--- config.mk ---
export PLATFORM = sky130hd
export DESIGN_NAME = if_stage
export DESIGN_NICKNAME = d
export VERILOG_FILES = /design/src/verilog/if_ctrl_pkg.sv /design/src/verilog/if_bus_pkg.sv /design/src/verilog/if_pc_select.sv /design/src/verilog/if_prefetch_buffer.sv /design/src/verilog/if_id_pipe.sv /design/src/verilog/if_pc_check.sv /design/src/verilog/if_stage.sv
export SDC_FILE = /design/constraint.sdc
export NUM_CORES = 1
export LEC_CHECK = 0
export ABC_AREA = 1
export BUFFER_PORTS_ARGS = -buffer_cell sky130_fd_sc_hd__buf_2
export CORE_MARGIN = 2
export CORE_UTILIZATION = 35
export CTS_BUF_LIST = sky130_fd_sc_hd__clkbuf_8 sky130_fd_sc_hd__clkbuf_16
export CTS_CLUSTER_SIZE = 24
export DETAILED_ROUTE_END_ITERATION = 8
export GPL_TIMING_DRIVEN = 0
export PLACE_DENSITY_LB_ADDON = 0.25
export SLEW_MARGIN = 10
export SYNTH_ARGS = -nofsm -noshare
export SYNTH_HDL_FRONTEND = slang
export SYNTH_SLANG_ARGS = --single-unit
--- constraint.sdc ---
create_clock -name clk_i -period 4.3 [get_ports clk_i]
set_clock_uncertainty 0.15 [all_clocks]
set_input_delay 0.215 -clock clk_i [delete_from_list [all_inputs] [get_ports clk_i]]
set_output_delay 0.215 -clock clk_i [all_outputs]
set_load 0.03 [all_outputs]
--- src/verilog/if_ctrl_pkg.sv ---
// Control-side definitions for the instruction fetch stage.
// Holds the next-PC and exception-target selectors, the exception cause
// and the fixed entry addresses used by the PC selection logic.

package if_ctrl_pkg;

  //////////////////////////////////////////////////
  // selectors
  //////////////////////////////////////////////////

  // source of the next fetch address on a pc set
  typedef enum logic [2:0] {
    PC_BOOT = 3'd0,
    PC_JUMP = 3'd1,
    PC_EXC  = 3'd2,
    PC_ERET = 3'd3,
    PC_DRET = 3'd4
  } pc_sel_e;

  // kind of trap target when PC_EXC is selected
  typedef enum logic [1:0] {
    EXC_PC_EXC     = 2'd0,
    EXC_PC_IRQ     = 2'd1,
    EXC_PC_DBD     = 2'd2,
    EXC_PC_DBG_EXC = 2'd3
  } exc_pc_sel_e;

  // trap cause as seen by the fetch stage
  typedef struct packed {
    logic       irq_int;
    logic       irq_ext;
    logic [4:0] lower_cause;
  } exc_cause_t;

  //////////////////////////////////////////////////
  // fixed addresses and vector rules
  //////////////////////////////////////////////////

  // debug module entry points
  localparam logic [31:0] DM_HALT_ADDR = 32'h1A11_0800;
  localparam logic [31:0] DM_EXC_ADDR  = 32'h1A11_0808;

  // every internal interrupt shares this vector slot
  localparam logic [4:0] NMI_IRQ_VEC = 5'd31;

  // mtvec base is aligned to 256 bytes
  localparam int unsigned MTVEC_ALIGN_W = 8;

  // uncompressed only, so the PC always steps by one word
  localparam int unsigned INSTR_BYTES = 4;

endpackage

--- src/verilog/if_bus_pkg.sv ---
// Data-side definitions for the instruction fetch stage.
// Describes the req/gnt/rvalid instruction bus, the prefetch FIFO entry
// and the registered instruction handed to the decode stage.

package if_bus_pkg;

  // address and data width
  localparam int unsigned XLEN = 32;

  // prefetch FIFO size, which also bounds the requests in flight
  localparam int unsigned FIFO_DEPTH = 2;
  localparam int unsigned FIFO_CNT_W = $clog2(FIFO_DEPTH + 1);

  // fetch unit to memory
  typedef struct packed {
    logic            req;
    logic [XLEN-1:0] addr;
  } instr_req_t;

  // memory to fetch unit
  typedef struct packed {
    logic            gnt;
    logic            rvalid;
    logic [XLEN-1:0] rdata;
    logic            err;
  } instr_rsp_t;

  // one returned word with the address it was fetched from
  typedef struct packed {
    logic [XLEN-1:0] rdata;
    logic [XLEN-1:0] addr;
    logic            err;
  } fetch_entry_t;

  // instruction held in the IF-ID register
  typedef struct packed {
    logic [XLEN-1:0] rdata;
    logic [XLEN-1:0] pc;
    logic            fetch_err;
  } id_instr_t;

endpackage

--- src/verilog/if_pc_select.sv ---
// Next fetch address selection for the fetch stage.
// Builds the trap target from mtvec, the cause and the debug entry points,
// then picks the address the prefetch buffer jumps to on a pc set.

`timescale 1ns/1ns

module if_pc_select (
  input  logic                          pc_set_i,
  input  if_ctrl_pkg::pc_sel_e          pc_mux_i,
  input  if_ctrl_pkg::exc_pc_sel_e      exc_pc_mux_i,
  input  if_ctrl_pkg::exc_cause_t       exc_cause_i,
  input  logic [if_bus_pkg::XLEN-1:0]   boot_addr_i,
  input  logic [if_bus_pkg::XLEN-1:0]   branch_target_i,
  input  logic [if_bus_pkg::XLEN-1:0]   csr_mepc_i,
  input  logic [if_bus_pkg::XLEN-1:0]   csr_depc_i,
  input  logic [if_bus_pkg::XLEN-1:0]   csr_mtvec_i,
  output logic [if_bus_pkg::XLEN-1:0]   fetch_addr_o,
  output logic                          csr_mtvec_init_o
);

  import if_bus_pkg::*;
  import if_ctrl_pkg::*;

  logic [XLEN-1:0] mtvec_base;
  logic [XLEN-1:0] exc_pc;
  logic [4:0]      irq_vec;

  // trap table base, low bits forced to zero
  assign mtvec_base = {csr_mtvec_i[XLEN-1:MTVEC_ALIGN_W], {MTVEC_ALIGN_W{1'b0}}};

  // internal interrupts are steered to the NMI slot
  assign irq_vec = exc_cause_i.irq_int ? NMI_IRQ_VEC : exc_cause_i.lower_cause;

  //////////////////////////////////////////////////
  // trap target
  //////////////////////////////////////////////////

  always_comb begin
    unique case (exc_pc_mux_i)
      EXC_PC_EXC:     exc_pc = mtvec_base;
      // one word per vector slot
      EXC_PC_IRQ:     exc_pc = mtvec_base + XLEN'({irq_vec, 2'b00});
      EXC_PC_DBD:     exc_pc = DM_HALT_ADDR;
      EXC_PC_DBG_EXC: exc_pc = DM_EXC_ADDR;
      default:        exc_pc = mtvec_base;
    endcase
  end

  //////////////////////////////////////////////////
  // next fetch address
  //////////////////////////////////////////////////

  always_comb begin
    unique case (pc_mux_i)
      PC_BOOT: fetch_addr_o = boot_addr_i;
      PC_JUMP: fetch_addr_o = branch_target_i;
      PC_EXC:  fetch_addr_o = exc_pc;
      // return from trap handler
      PC_ERET: fetch_addr_o = csr_mepc_i;
      // return from debug mode
      PC_DRET: fetch_addr_o = csr_depc_i;
      default: fetch_addr_o = boot_addr_i;
    endcase
  end

  // CSR file loads mtvec from the boot address on the first pc set
  assign csr_mtvec_init_o = pc_set_i & (pc_mux_i == PC_BOOT);

endmodule

--- src/verilog/if_prefetch_buffer.sv ---
// Word prefetcher for the fetch stage on the req/gnt/rvalid bus.
// Keeps at most FIFO_DEPTH words in flight or buffered, and drops the
// responses of requests that were overtaken by a branch.

`timescale 1ns/1ns

module if_prefetch_buffer (
  input  logic                          clk_i,
  input  logic                          rst_ni,
  input  logic                          req_i,
  input  logic                          branch_i,
  input  logic [if_bus_pkg::XLEN-1:0]   branch_addr_i,
  input  if_bus_pkg::instr_rsp_t        instr_rsp_i,
  input  logic                          fetch_ready_i,
  output if_bus_pkg::instr_req_t        instr_req_o,
  output logic                          fetch_valid_o,
  output if_bus_pkg::fetch_entry_t      fetch_entry_o,
  output logic                          busy_o
);

  import if_bus_pkg::*;

  // request side
  logic [XLEN-1:0]       fetch_addr_q, fetch_addr_d;
  logic [XLEN-1:0]       branch_addr_q;
  logic [XLEN-1:0]       branch_tgt;
  logic                  req_hold_q, req_hold_d;
  logic                  stale_hold_q, stale_hold_d;
  logic                  room;
  logic                  gnt;

  // response side
  logic [FIFO_CNT_W-1:0] out_cnt_q, out_cnt_d;
  logic [FIFO_CNT_W-1:0] discard_cnt_q, discard_cnt_d;
  logic [XLEN-1:0]       rsp_addr_q, rsp_addr_d;
  logic                  rvalid;
  logic                  store;

  // FIFO
  fetch_entry_t          fifo_q [FIFO_DEPTH];
  fetch_entry_t          fifo_d [FIFO_DEPTH];
  fetch_entry_t          rsp_entry;
  logic [FIFO_CNT_W-1:0] fifo_cnt_q, fifo_cnt_d;
  logic [FIFO_CNT_W-1:0] wr_idx;
  logic                  pop;

  //////////////////////////////////////////////////
  // request issue
  //////////////////////////////////////////////////

  // targets are always word aligned
  assign branch_tgt = {branch_addr_i[XLEN-1:2], 2'b00};

  // buffered plus in-flight words must leave space for one more
  assign room = (FIFO_CNT_W'(fifo_cnt_q + out_cnt_q)) < FIFO_CNT_W'(FIFO_DEPTH);

  // a presented request stays up until granted, new ones wait one cycle after a branch
  assign instr_req_o.req  = req_hold_q | (req_i & room & ~branch_i);
  assign instr_req_o.addr = fetch_addr_q;

  assign gnt        = instr_req_o.req & instr_rsp_i.gnt;
  assign req_hold_d = instr_req_o.req & ~instr_rsp_i.gnt;

  // a held request that a branch overtook is fetched and thrown away
  assign stale_hold_d = req_hold_d & (stale_hold_q | branch_i);

  // on a branch behind a held request the old address stays on the bus,
  // the target waits in branch_addr_q
  always_comb begin
    fetch_addr_d = fetch_addr_q;
    if (branch_i && !req_hold_d) begin
      fetch_addr_d = branch_tgt;
    end else if (gnt && stale_hold_q) begin
      fetch_addr_d = branch_addr_q;
    end else if (gnt) begin
      // next word
      fetch_addr_d = {fetch_addr_q[XLEN-1:2] + (XLEN-2)'(1), 2'b00};
    end
  end

  //////////////////////////////////////////////////
  // outstanding and discard tracking
  //////////////////////////////////////////////////

  assign rvalid = instr_rsp_i.rvalid;

  assign out_cnt_d = out_cnt_q + FIFO_CNT_W'(gnt) - FIFO_CNT_W'(rvalid);

  always_comb begin
    discard_cnt_d = discard_cnt_q;
    if (rvalid && (discard_cnt_q != '0)) begin
      discard_cnt_d = discard_cnt_q - FIFO_CNT_W'(1);
    end
    if (branch_i) begin
      // everything still in flight after this cycle belongs to the old stream
      discard_cnt_d = out_cnt_d;
    end else if (gnt && stale_hold_q) begin
      discard_cnt_d = discard_cnt_d + FIFO_CNT_W'(1);
    end
  end

  // keep only responses of the current stream
  assign store = rvalid & ~branch_i & (discard_cnt_q == '0);

  // address of the next kept response
  always_comb begin
    rsp_addr_d = rsp_addr_q;
    if (branch_i) begin
      rsp_addr_d = branch_tgt;
    end else if (store) begin
      rsp_addr_d = {rsp_addr_q[XLEN-1:2] + (XLEN-2)'(1), 2'b00};
    end
  end

  assign rsp_entry.rdata = instr_rsp_i.rdata;
  assign rsp_entry.addr  = rsp_addr_q;
  assign rsp_entry.err   = instr_rsp_i.err;

  //////////////////////////////////////////////////
  // FIFO, head at index 0
  //////////////////////////////////////////////////

  assign fetch_valid_o = (fifo_cnt_q != '0);
  assign fetch_entry_o = fifo_q[0];

  // the squashed handoff of a branch cycle does not pop, the flush clears it
  assign pop    = fetch_valid_o & fetch_ready_i & ~branch_i;
  assign wr_idx = fifo_cnt_q - FIFO_CNT_W'(pop);

  always_comb begin
    fifo_d = fifo_q;
    if (pop) begin
      for (int i = 0; i < FIFO_DEPTH - 1; i++) begin
        fifo_d[i] = fifo_q[i+1];
      end
    end
    if (store) begin
      fifo_d[wr_idx[$clog2(FIFO_DEPTH)-1:0]] = rsp_entry;
    end
  end

  assign fifo_cnt_d = branch_i ? '0 : (wr_idx + FIFO_CNT_W'(store));

  always_ff @(posedge clk_i or negedge rst_ni) begin
    if (!rst_ni) begin
      fetch_addr_q  <= '0;
      rsp_addr_q    <= '0;
      req_hold_q    <= 1'b0;
      stale_hold_q  <= 1'b0;
      out_cnt_q     <= '0;
      discard_cnt_q <= '0;
      fifo_cnt_q    <= '0;
    end else begin
      fetch_addr_q  <= fetch_addr_d;
      rsp_addr_q    <= rsp_addr_d;
      req_hold_q    <= req_hold_d;
      stale_hold_q  <= stale_hold_d;
      out_cnt_q     <= out_cnt_d;
      discard_cnt_q <= discard_cnt_d;
      fifo_cnt_q    <= fifo_cnt_d;
    end
  end

  // data storage
  always_ff @(posedge clk_i) begin
    if (branch_i) begin
      branch_addr_q <= branch_tgt;
    end
    if (pop || store) begin
      fifo_q <= fifo_d;
    end
  end

  assign busy_o = instr_req_o.req | (out_cnt_q != '0);

endmodule

--- src/verilog/if_id_pipe.sv ---
// IF-ID pipeline register of the fetch stage.
// Captures each handed-off word with its PC and bus error, and keeps the
// valid and new flags the decode stage uses to track its instruction.

`timescale 1ns/1ns

module if_id_pipe (
  input  logic                      clk_i,
  input  logic                      rst_ni,
  input  logic                      fetch_valid_i,
  input  if_bus_pkg::fetch_entry_t  fetch_entry_i,
  input  logic                      id_in_ready_i,
  input  logic                      pc_set_i,
  input  logic                      instr_valid_clear_i,
  output logic                      instr_valid_id_o,
  output logic                      instr_new_id_o,
  output if_bus_pkg::id_instr_t     id_instr_o,
  output logic                      handoff_o
);

  import if_bus_pkg::*;

  logic      instr_valid_q, instr_valid_d;
  logic      instr_new_q;
  logic      handoff;
  id_instr_t id_instr_q;

  //////////////////////////////////////////////////
  // handoff and flags
  //////////////////////////////////////////////////

  // ID takes a word whenever it is ready, registers freeze otherwise
  assign handoff = fetch_valid_i & id_in_ready_i;

  // a pc set in the same cycle squashes the word being written
  // valid then holds until ID retires or flushes it
  assign instr_valid_d = (handoff & ~pc_set_i) |
                         (instr_valid_q & ~instr_valid_clear_i);

  always_ff @(posedge clk_i or negedge rst_ni) begin
    if (!rst_ni) begin
      instr_valid_q <= 1'b0;
      instr_new_q   <= 1'b0;
    end else begin
      instr_valid_q <= instr_valid_d;
      // pulses for one cycle after each write
      instr_new_q   <= handoff;
    end
  end

  //////////////////////////////////////////////////
  // instruction registers
  //////////////////////////////////////////////////

  always_ff @(posedge clk_i) begin
    if (handoff) begin
      id_instr_q.rdata     <= fetch_entry_i.rdata;
      id_instr_q.pc        <= fetch_entry_i.addr;
      id_instr_q.fetch_err <= fetch_entry_i.err;
    end
  end

  assign instr_valid_id_o = instr_valid_q;
  assign instr_new_id_o   = instr_new_q;
  assign id_instr_o       = id_instr_q;

  // write enable, also used by the PC sequence check
  assign handoff_o = handoff;

endmodule

--- src/verilog/if_pc_check.sv ---
// Control-flow consistency check for the fetch stage.
// While fetching sequentially, each word entering ID must sit one word
// after the PC already in ID; otherwise an alert is raised.

`timescale 1ns/1ns

module if_pc_check (
  input  logic                          clk_i,
  input  logic                          rst_ni,
  input  logic                          handoff_i,
  input  logic                          pc_set_i,
  input  if_bus_pkg::fetch_entry_t      fetch_entry_i,
  input  logic [if_bus_pkg::XLEN-1:0]   id_pc_i,
  output logic                          pc_mismatch_alert_o
);

  import if_bus_pkg::*;
  import if_ctrl_pkg::*;

  logic            seq_q, seq_d;
  logic [XLEN-1:0] pc_expected;

  // no check after reset, any pc set, or a faulting fetch
  assign seq_d = (seq_q | handoff_i) & ~pc_set_i & ~(handoff_i & fetch_entry_i.err);

  always_ff @(posedge clk_i or negedge rst_ni) begin
    if (!rst_ni) begin
      seq_q <= 1'b0;
    end else begin
      seq_q <= seq_d;
    end
  end

  assign pc_expected = id_pc_i + XLEN'(INSTR_BYTES);

  assign pc_mismatch_alert_o = seq_q & handoff_i & (fetch_entry_i.addr != pc_expected);

endmodule

--- src/verilog/if_stage.sv ---
// Top level of the instruction fetch stage.
// Connects PC selection, the prefetch buffer, the IF-ID register and the
// PC sequence check; pc_set_i redirects fetch and squashes the current word.

`timescale 1ns/1ns

module if_stage (
  input  logic                          clk_i,
  input  logic                          rst_ni,
  input  logic                          req_i,
  input  logic [if_bus_pkg::XLEN-1:0]   boot_addr_i,

  // instruction bus
  output if_bus_pkg::instr_req_t        instr_req_o,
  input  if_bus_pkg::instr_rsp_t        instr_rsp_i,

  // control from the core
  input  logic                          pc_set_i,
  input  if_ctrl_pkg::pc_sel_e          pc_mux_i,
  input  if_ctrl_pkg::exc_pc_sel_e      exc_pc_mux_i,
  input  if_ctrl_pkg::exc_cause_t       exc_cause_i,
  input  logic [if_bus_pkg::XLEN-1:0]   branch_target_i,
  input  logic [if_bus_pkg::XLEN-1:0]   csr_mepc_i,
  input  logic [if_bus_pkg::XLEN-1:0]   csr_depc_i,
  input  logic [if_bus_pkg::XLEN-1:0]   csr_mtvec_i,
  output logic                          csr_mtvec_init_o,

  // decode stage
  input  logic                          id_in_ready_i,
  input  logic                          instr_valid_clear_i,
  output logic                          instr_valid_id_o,
  output logic                          instr_new_id_o,
  output if_bus_pkg::id_instr_t         id_instr_o,
  output logic [if_bus_pkg::XLEN-1:0]   pc_if_o,

  // status
  output logic                          pc_mismatch_alert_o,
  output logic                          if_busy_o
);

  import if_bus_pkg::*;

  logic [XLEN-1:0] fetch_addr;
  logic            fetch_valid;
  fetch_entry_t    fetch_entry;
  logic            handoff;

  //////////////////////////////////////////////////
  // next PC
  //////////////////////////////////////////////////

  if_pc_select pc_select_inst (
    .pc_set_i         (pc_set_i),
    .pc_mux_i         (pc_mux_i),
    .exc_pc_mux_i     (exc_pc_mux_i),
    .exc_cause_i      (exc_cause_i),
    .boot_addr_i      (boot_addr_i),
    .branch_target_i  (branch_target_i),
    .csr_mepc_i       (csr_mepc_i),
    .csr_depc_i       (csr_depc_i),
    .csr_mtvec_i      (csr_mtvec_i),
    .fetch_addr_o     (fetch_addr),
    .csr_mtvec_init_o (csr_mtvec_init_o)
  );

  //////////////////////////////////////////////////
  // fetch and hand off
  //////////////////////////////////////////////////

  // ready comes straight from ID, no stall sources inside IF
  if_prefetch_buffer prefetch_buffer_inst (
    .clk_i         (clk_i),
    .rst_ni        (rst_ni),
    .req_i         (req_i),
    .branch_i      (pc_set_i),
    .branch_addr_i (fetch_addr),
    .instr_rsp_i   (instr_rsp_i),
    .fetch_ready_i (id_in_ready_i),
    .instr_req_o   (instr_req_o),
    .fetch_valid_o (fetch_valid),
    .fetch_entry_o (fetch_entry),
    .busy_o        (if_busy_o)
  );

  if_id_pipe id_pipe_inst (
    .clk_i               (clk_i),
    .rst_ni              (rst_ni),
    .fetch_valid_i       (fetch_valid),
    .fetch_entry_i       (fetch_entry),
    .id_in_ready_i       (id_in_ready_i),
    .pc_set_i            (pc_set_i),
    .instr_valid_clear_i (instr_valid_clear_i),
    .instr_valid_id_o    (instr_valid_id_o),
    .instr_new_id_o      (instr_new_id_o),
    .id_instr_o          (id_instr_o),
    .handoff_o           (handoff)
  );

  // compares the incoming word against the PC held in ID
  if_pc_check pc_check_inst (
    .clk_i               (clk_i),
    .rst_ni              (rst_ni),
    .handoff_i           (handoff),
    .pc_set_i            (pc_set_i),
    .fetch_entry_i       (fetch_entry),
    .id_pc_i             (id_instr_o.pc),
    .pc_mismatch_alert_o (pc_mismatch_alert_o)
  );

  assign pc_if_o = fetch_entry.addr;

endmodule

==> results.json, run 1 <==
{
  "status": "complete, no violations",
  "synthTopCellsByArea": "edfxtp_1 (43%), nand2_1 (12%), dfrtp_1 (11%)",
  "hold_buffers": 60,
  "post_cts_resized": 0,
  "yosysMostFrequentCell": "nand2_1",
  "synth_top_area_share_pct": 43.4,
  "grt_max_degree": 57,
  "crit_buf_inv": 5,
  "port-buffer-count": 328,
  "die-area_sq_um": 46100,
  "cts_tree": "built",
  "postRouteAntennaNets": 0,
  "area_growth_pct": 26.9,
  "fin_setup_tns_ns": 0,
  "h-tree-depth": 2,
  "die_x_um": 215,
  "ys_seq_area_share_pct": 54.9,
  "grt_use_total_pct": 22.8,
  "cp_common_cell": "clkbuf_1",
  "maxCapViolCount": 0,
  "period_needed_ns": 3.79,
  "crit_arrival_ns": 3.91,
  "netlist_instances": 1694,
  "rows": 77,
  "cts_max_path_buffers": 3,
  "wire_per_inst_um": 19.4,
  "grt-ovfl-total": 0,
  "route.detailed.drc": 0,
  "cp-end-kind": "flop",
  "met3_usage_pct": 4.63,
  "fin_crit_sh_pct": 88.2,
  "fillers": 4340,
  "syn_area_sq_um": 15600,
  "start_util_pct": 35.3,
  "vias": 13600,
  "clk_latency_ns": 0.55,
  "die_h_um": 215,
  "grt_pass1_vias": 13700,
  "fmax_ghz": 0.264,
  "use_met2_pct": 38.5,
  "synth_ff_type": "edfxtp_1",
  "core_sq_um": 44000,
  "drtPass1Iterations": 5,
  "grt_busiest_layer": "met2",
  "place_congestion": 0.950,
  "slew_viol_final": 0,
  "switching_share_pct": 36.4,
  "slew_headroom_pct": 45.4,
  "tightest_slew_ns": 0.816,
  "vias_per_cell": 4.97,
  "num_io_pins": 348,
  "async_flop_share_pct": 24.0,
  "synth.largest_area_cell": "edfxtp_1",
  "hold_viol": 0,
  "power_switching_mw": 3.55,
  "share_seq_of_total_power_pct": 42.8,
  "synth_cell_type_count": 47,
  "wl_um": 53400,
  "setup_viol": 0,
  "pwr-share-comb_pct": 29.1,
  "cts_made_buffers": 35,
  "diodes": 0,
  "cts_num_sinks": 296,
  "grtUsageMet1_pct": 28.4,
  "critical_path.max_stage_delay_ns": 0.56,
  "placed_cell_area_sq_um": 18100,
  "grt_pass1_wl_um": 80700,
  "ir_drop_uv": 300,
  "cp_slowest_cell": "nor2_1",
  "avgSynthCellArea_sq_um": 9.18,
  "pwr-share-clk_pct": 28.1,
  "crit_family": "buffers and inverters",
  "multi_input_area_sq_um": 5900,
  "cp_max_fo": 10,
  "cts_setup_buffers": 0,
  "power_density_nw_per_um2": 494,
  "yosys_warnings": 0,
  "synth_edf_count": 225,
  "p_int_mw": 6.20,
  "place_ws_ns": 0.185,
  "clockRootBuffer": "clkbuf_16",
  "finalWorstSetupSlack_ns": 0.506,
  "final_cell_area_sq_um": 19700,
  "path_class": "reg2reg",
  "hold_class": "in2reg",
  "post-dp-hpwl_um": 41100,
  "regArea_sq_um": 8530,
  "crit_path_cell_trace": "o21ai_0 > nor2_1 > clkbuf_1 > ha_1 > inv_1 > nor2_2 > inv_2 > buf_2 > clkbuf_1 > a31oi_1",
  "fin_nets": 2346,
  "fin_util_pct": 44.8,
  "clk_pin_slew_ns": 0.06,
  "ys_seq_elements": 296,
  "ys_top_cells_by_count": "nand2_1 (516), edfxtp_1 (225), nor2_1 (148)",
  "crit_path_start_kind": "flop",
  "total_power_mw": 9.75,
  "rsz0062_at_grt": "no",
  "p_leak_nw": 8.60,
  "drt_iter0_drc": 1145,
  "required_ns": 4.42,
  "drive_above_1_share_pct": 23.6,
  "antenna_found_initial": 0
}
per-layer routing:
layer / part of all wire, % / wire, um / up-vias
met5: 0 / 0 / -
met4: 4.1 / 2210 / 0
met3: 6.9 / 3670 / 95
met2: 47 / 25200 / 557
met1: 42 / 22300 / 6422
li1: - / - / 6563
through the flow:
stage                     hold slack [ns]  instances
after floorplan                    -0.231       1695
after global placement              0.259       2615
after detailed placement          -0.0225       2620
after CTS                         0.00144       2744
after global routing               0.0332       2744
final                              0.0250       2744
final timing paths:
path | startpoint | end | slack, ns | cells past startpoint
setup reg to reg | prefetch_buffer_inst.fifo_cnt_q[1] | prefetch_buffer_inst.fetch_entry_o[61] | 0.51 | 10
hold / removal | csr_mepc_i[15] | prefetch_buffer_inst.fetch_addr_q[15] | 0.03 | 5
min in group asynchronous | rst_ni | prefetch_buffer_inst.rsp_addr_q[17] | 0.10 | 3
hold reg to reg | prefetch_buffer_inst.fetch_entry_o[62] | id_pipe_inst.id_instr_o[62] | 0.30 | 0
setup / recovery | prefetch_buffer_inst.fifo_cnt_q[1] | prefetch_buffer_inst.fetch_entry_o[61] | 0.51 | 10
max in group asynchronous | rst_ni | id_pipe_inst.instr_new_id_o | 2.72 | 3
cell families after synthesis:
kind of cell	share of synthesized area (%)
and+or+nand+nor	24.0
DFF	54.9
buffers and inverters	7.30
AOI/OAI and AO/OA	8.54
xor gates and xnor gates	4.65
adders and majority gates	0.644
other	0.0241
cells in the final DEF, fill, tap and decap left out, types with 3 or more instances in the layout:
cell type,synthesis,routed
buf_6,6,6
o221ai_1,6,6
ha_1,8,8
nor2_1,148,147
nand3_2,12,12
nand4_1,34,34
xor2_1,52,52
a32oi_1,18,18
inv_2,9,9
a22oi_1,8,8
nand2_2,11,11
nand2_1,516,515
nor3_1,23,23
clkbuf_1,34,34
o21ai_0,46,46
nand3_1,74,74
buf_1,4,4
a221oi_1,6,6
dfrtp_1,71,71
clkinv_2,0,5
nand3b_1,4,4
clkbuf_16,0,36
buf_16,0,4
a31oi_1,46,46
nor2_2,11,11
a21oi_1,12,12
buf_2,18,345
o211ai_1,43,43
inv_1,141,150
o21ai_1,11,11
xnor2_1,28,28
dlygate4sd3_1,0,60
nor2_4,11,12
buf_4,35,36
nand2_4,2,3
nor3_2,4,4
edfxtp_1,225,225
clkinv_1,1,9
final cells by class:
class                      instances  area share, %
buffer                            97           2.85
clock buffer                      37           4.63
clock inverter                    27          0.685
inverter                         152           2.92
multi-input combinational       1150           29.9
sequential                       296           43.2
tap                              592           3.75
timing repair buffer             393           12.0
worst reg2reg max path: stages, from the launching register on:
cell and delay [ns]:
dfrtp_1 0.40, o21ai_0 0.19, nor2_1 0.56, clkbuf_1 0.46, ha_1 0.40, inv_1 0.14
nor2_2 0.11, inv_2 0.14, buf_2 0.28, clkbuf_1 0.52, a31oi_1 0.18
power by group through the flow:
stage                     clock network (mW)  registers (mW)  logic [mW]
after floorplan                            0            4.43        1.52
after global routing                    2.93            4.24        3.11
after global placement                     0            4.23        2.71
after detailed placement                   0            4.22        2.79
final                                   2.74            4.17        2.84
after CTS                               2.82            4.17        2.86
Note: power is estimated with default switching activity, not from simulation.
==> inputs of run 2 (changes only) <==
--- a/config.mk
+++ b/config.mk
@@ -17,4 +17,5 @@
 export SLEW_MARGIN = 10
 export SYNTH_ARGS = -nofsm -noshare
 export SYNTH_HDL_FRONTEND = slang
+export SYNTH_HIERARCHICAL = 1
 export SYNTH_SLANG_ARGS = --single-unit
==> results.json, run 2 <==
{
  "status": "complete, no violations",
  "hold_buffers": 51,
  "pwr-share-comb_pct": 32.8,
  "fmax_ghz": 0.295,
  "num_io_pins": 348,
  "rsz0062_at_grt": "no",
  "path_class": "in2reg",
  "vias": 15400,
  "clk_pin_slew_ns": 0.06,
  "route.met2.wl_um": 28100,
  "yosys_warnings": 6,
  "port-buffer-count": 324,
  "core_sq_um": 48700,
  "clockRootBuffer": "clkbuf_16",
  "place_congestion": 0.953,
  "cts_num_sinks": 296,
  "post_cts_resized": 0,
  "netlist_instances": 2043,
  "finalWorstSetupSlack_ns": 0.904,
  "p_leak_nw": 9.49,
  "rows": 81,
  "power_density_nw_per_um2": 485,
  "h-tree-depth": 2,
  "avgSynthCellArea_sq_um": 8.41,
  "syn_area_sq_um": 17200,
  "wire_per_inst_um": 18.2,
  "slew_viol_final": 0,
  "power_switching_mw": 3.90,
  "die_h_um": 226,
  "clk_latency_ns": 0.52,
  "vias_per_cell": 4.87,
  "tightest_slew_ns": 0.853,
  "antenna_found_initial": 3,
  "grt_max_degree": 56,
  "route.detailed.drc": 0,
  "start_util_pct": 35.2,
  "maxCapViolCount": 0,
  "wl_um": 57300,
  "cp-end-kind": "flop",
  "hold_viol": 0,
  "die_x_um": 226,
  "grt_use_total_pct": 22.4,
  "die-area_sq_um": 50900,
  "post-dp-hpwl_um": 45300,
  "pwr-share-clk_pct": 26.3,
  "cp_max_fo": 34,
  "total_power_mw": 10.3,
  "hold_class": "in2reg",
  "required_ns": 4.40,
  "fin_crit_sh_pct": 79.0,
  "ir_drop_uv": 262,
  "grt_pass1_vias": 15400,
  "drt-met1-wl_um": 23100,
  "cts_tree": "built",
  "period_needed_ns": 3.40,
  "multi_input_area_sq_um": 6850,
  "crit_arrival_ns": 3.49,
  "dr_wl_met3_um": 3790,
  "crit_path_start_kind": "primary input",
  "postRouteAntennaNets": 0,
  "share_seq_of_total_power_pct": 40.9,
  "cts_setup_buffers": 0,
  "area_growth_pct": 24.2,
  "drtPass1Iterations": 5,
  "fillers": 4890,
  "drt_iter0_drc": 1039,
  "top_layer": "met5",
  "grt_pass1_wl_um": 86800,
  "final_cell_mix": "nand2_1 (527), buf_2 (358), nor2_1 (260)",
  "place_ws_ns": 0.361,
  "p_int_mw": 6.44,
  "setup_viol": 0,
  "drive_above_1_share_pct": 23.8,
  "grt-ovfl-total": 0,
  "regArea_sq_um": 8530,
  "switching_share_pct": 37.7,
  "final_common_cell": "nand2_1",
  "cts_max_path_buffers": 3,
  "cts_made_buffers": 34,
  "fin_nets": 2681,
  "slew_headroom_pct": 43.1
}
-- run 2: cell type report --
class                      count  area share [%]
tap                          664            3.89
sequential                   296            40.0
timing repair buffer         380            10.6
multi-input combinational   1382            32.1
antenna                        1          0.0117
buffer                       149            4.64
clock buffer                  35            4.10
inverter                     217            3.89
clock inverter                25           0.768
-- run 2: path summary, 6_finish.rpt --
kind / depth (start not counted) / slack (ns) / start / end
worst max register to register: 14 / 1.08 / prefetch_buffer_inst/fifo_cnt_q[1] / prefetch_buffer_inst/fetch_entry_o[19]
min in group asynchronous: 3 / 0.49 / rst_ni / prefetch_buffer_inst/rsp_addr_q[14]
worst min-delay path: 3 / 0.008 / boot_addr_i[13] / prefetch_buffer_inst/branch_addr_q[13]
max in group asynchronous: 4 / 2.30 / rst_ni / pc_check_inst/seq_q
worst max-delay path: 15 / 0.90 / pc_set_i / prefetch_buffer_inst/fetch_entry_o[19]
worst min register to register: 0 / 0.32 / prefetch_buffer_inst/rsp_addr_q[18] / flop
-- run 2: critical path, stage by stage --
cell,delay [ns]
buf_2,0.63
buf_4,0.32
inv_4,0.10
nand3_1,0.22
inv_2,0.08
buf_4,0.19
buf_2,0.21
ha_1,0.42
inv_1,0.15
nor2_8,0.25
inv_2,0.05
buf_4,0.19
clkbuf_2,0.18
o21ai_0,0.13
o22ai_1,0.10
-- run 2: routing by layer --
| layer | up-vias | GRT usage [%] |
|---|---|---|
| met5 | - | 0 |
| met4 | 2 | 8.74 |
| met3 | 118 | 4.08 |
| met2 | 598 | 39.9 |
| met1 | 7123 | 26.6 |
| li1 | 7510 | - |
-- run 2: metrics by stage --
step / hold WS, ns / util (%) / TNS (ns) / area (sq um) / instances
2_1_floorplan: -0.231 / - / 0 / 17200 / 2044
3_3_place_gp: 0.259 / 40.3 / -122.00 / 19600 / 3032
3_5_place_dp: -0.0267 / 40.6 / 0 / 19800 / 3037
4_1_cts: 0.0112 / 43.8 / 0 / 21300 / 3148
5_1_grt: 0.0296 / 43.8 / 0 / 21300 / 3149
6_report: 0.00846 / 43.8 / 0 / 21300 / 3149
-- run 2: power groups by stage --
stage | clock network, mW | logic (mW) | registers, mW
2_1_floorplan | 0 | 1.89 | 4.50
3_3_place_gp | 0 | 3.26 | 4.28
3_5_place_dp | 0 | 3.34 | 4.28
4_1_cts | 2.79 | 3.40 | 4.23
5_1_grt | 2.90 | 3.74 | 4.29
6_report | 2.72 | 3.39 | 4.23
==> inputs of run 3 (changes only) <==
--- a/config.mk
+++ b/config.mk
@@ -5,7 +5,7 @@
 export SDC_FILE = /design/constraint.sdc
 export NUM_CORES = 1
 export LEC_CHECK = 0
-export ABC_AREA = 1
+export ABC_AREA = 0
 export BUFFER_PORTS_ARGS = -buffer_cell sky130_fd_sc_hd__buf_2
 export CORE_MARGIN = 2
 export CORE_UTILIZATION = 35
==> constraint.sdc (replaced) <==
create_clock -name clk_i -period 2.8 [get_ports clk_i]
set_clock_uncertainty 0.15 [all_clocks]
set_input_delay 0.14 -clock clk_i [delete_from_list [all_inputs] [get_ports clk_i]]
set_output_delay 0.14 -clock clk_i [all_outputs]
set_load 0.03 [all_outputs]
==> results.json, run 3 <==
{
  "wl_um": 52700,
  "place_congestion": 0.905,
  "core_sq_um": 45300,
  "final_cell_mix": "buf_2 (343), edfxtp_1 (225), nand2_1 (160)",
  "maxCapViolCount": 0,
  "clockRootBuffer": "clkbuf_16",
  "wire_per_inst_um": 20.9,
  "rsz0062_at_grt": "yes",
  "vias_per_cell": 5.30,
  "vias": 13300,
  "die-area_sq_um": 47600,
  "rrSetupSlack_ns": 0.12,
  "syn_area_sq_um": 16000,
  "violations": "setup timing",
  "ir_drop_uv": 412,
  "crit_family": "simple AND/OR/NAND/NOR gates",
  "area_growth_pct": 31.2,
  "slew_headroom_pct": 28.8,
  "clk_latency_ns": 0.52,
  "pwr-share-clk_pct": 27.7,
  "crit_arrival_ns": 2.61,
  "hold_depth": 5,
  "grt_max_degree": 54,
  "hold_viol": 0,
  "fin_nets": 2114,
  "setup_viol": 1,
  "status": "complete, but fails checks",
  "route.detailed.drc": 0,
  "min_to": "prefetch_buffer_inst/rsp_addr_q[13]",
  "tightest_slew_ns": 1.06,
  "drt_iter0_drc": 858,
  "regArea_sq_um": 8530,
  "final_common_cell": "buf_2",
  "drtPass1Iterations": 5,
  "port-buffer-count": 327,
  "grt-ovfl-total": 0,
  "p_int_mw": 10.1,
  "avgSynthCellArea_sq_um": 11.4,
  "diodes": 0,
  "final_cell_area_sq_um": 21000,
  "die_x_um": 218,
  "period_needed_ns": 2.90,
  "total_power_mw": 15.5,
  "crit_path_start_kind": "flop",
  "grt_pass1_wl_um": 79700,
  "path_class": "reg2out",
  "critical_path.max_stage_delay_ns": 0.50,
  "drive_above_1_share_pct": 32.0,
  "die_h_um": 218,
  "cts_max_path_buffers": 3,
  "p_leak_nw": 8.10,
  "cts_num_sinks": 296,
  "grt_pass1_vias": 13400,
  "num_io_pins": 348,
  "hold_class": "in2reg",
  "postRouteAntennaNets": 0,
  "slew_viol_final": 0,
  "cts_tree": "built",
  "placed_cell_area_sq_um": 18700,
  "cp_slowest_cell": "edfxtp_1",
  "start_util_pct": 35.4,
  "cp-end-kind": "output port",
  "r2r_cells": 12,
  "cp_max_fo": 8,
  "power_density_nw_per_um2": 737,
  "finalWorstSetupSlack_ns": -0.104,
  "min_from": "csr_mtvec_i[13]",
  "h-tree-depth": 2,
  "switching_share_pct": 35.0,
  "required_ns": 2.51,
  "rows": 78,
  "antenna_found_initial": 0,
  "fin_crit_sh_pct": 104,
  "share_seq_of_total_power_pct": 40.6,
  "fmax_ghz": 0.344,
  "cts_made_buffers": 34,
  "clk_pin_slew_ns": 0.07,
  "worstSetupStartpoint": "id_pipe_inst/id_instr_o[8]",
  "crit_path_cell_trace": "nand4_1 > nor4_4 > and3_4 > nor3_1 > o31ai_1 > a21oi_1 > a31oi_1 > buf_4",
  "worst_r2r_endpoint": "prefetch_buffer_inst/fetch_entry_o[57]",
  "post-dp-hpwl_um": 38800,
  "power_switching_mw": 5.44,
  "netlist_instances": 1411,
  "multi_input_area_sq_um": 6580,
  "fillers": 4262,
  "yosys_warnings": 6,
  "grt_use_total_pct": 21.6,
  "r2r_start": "prefetch_buffer_inst/fifo_cnt_q[0]",
  "pwr-share-comb_pct": 31.7,
  "crit_buf_inv": 1
}
## run 3: metal layers
metal | GRT usage [%] | vias to the layer above | routed length, um
li1 | - | 6195 | -
met1 | 27.2 | 6505 | 21900
met2 | 37.6 | 554 | 25600
met3 | 4.04 | 82 | 3790
met4 | 6.12 | 0 | 1460
met5 | 0 | - | 0
## run 3: power by group through the flow
| stage | clock, mW | sequential, mW | combinational [mW] |
|---|---|---|---|
| global placement | 0 | 6.38 | 4.42 |
| floorplan | 0 | 6.76 | 2.53 |
| global route | 4.54 | 6.40 | 5.32 |
| finish | 4.29 | 6.31 | 4.92 |
| detailed placement | 0 | 6.39 | 4.56 |
| CTS | 4.39 | 6.30 | 4.87 |
## run 3: how the worst max path moves through the flow
| stage | cells past startpoint | to | slack, ns |
|---|---|---|---|
| floorplan | 8 | flop | -0.61 |
| global placement | 10 | flop | -2.85 |
| detailed placement | 16 | prefetch_buffer_inst/fetch_entry_o[44] | -2.21 |
| CTS | 10 | pc_mismatch_alert_o | -0.14 |
| global route | 11 | pc_mismatch_alert_o | -0.21 |
| finish | 8 | pc_mismatch_alert_o | -0.10 |
## run 3: repair_timing
item,in CTS,in global routing
setup buffers,21,9
hold buffers,81,0
resized for setup,48,27
setup endpoints to repair,186,67
endpoints found under the hold margin,215,0
gates cloned,1,0
pin swaps,12,9
## run 3: per-stage QoR
stage | setup TNS [ns] | utilization (%) | worst slack [ns] | instances | hold WS [ns]
2_1_floorplan | -38.35 | - | -0.609 | 1412 | -0.306
3_5_place_dp | -237.21 | 41.2 | -2.21 | 2347 | -0.0733
3_3_place_gp | -390.64 | 40.8 | -2.85 | 2339 | 0.183
6_report | -0.104 | 46.5 | -0.104 | 2518 | 0.00379
5_1_grt | -0.222 | 46.5 | -0.208 | 2518 | 0.00612
4_1_cts | -0.143 | 46.2 | -0.143 | 2509 | 0.00187
## run 3: area by class of cell
type                       count  area share (%)
multi-input combinational    931            31.3
buffer                       151            5.09
clock buffer                  37            4.24
timing repair buffer         447            13.9
inverter                      32           0.589
clock inverter                24           0.862
tap                          600            3.57
sequential                   296            40.5
## run 3: worst reg2reg max path: cells and delay by family, from the launching register on
kind / cells / cell delay, ns
buf+inv: 7 / 0.87
simple gates: 3 / 0.65
compound gates: 1 / 0.10
flops: 1 / 0.38
fa+ha+maj: 1 / 0.28
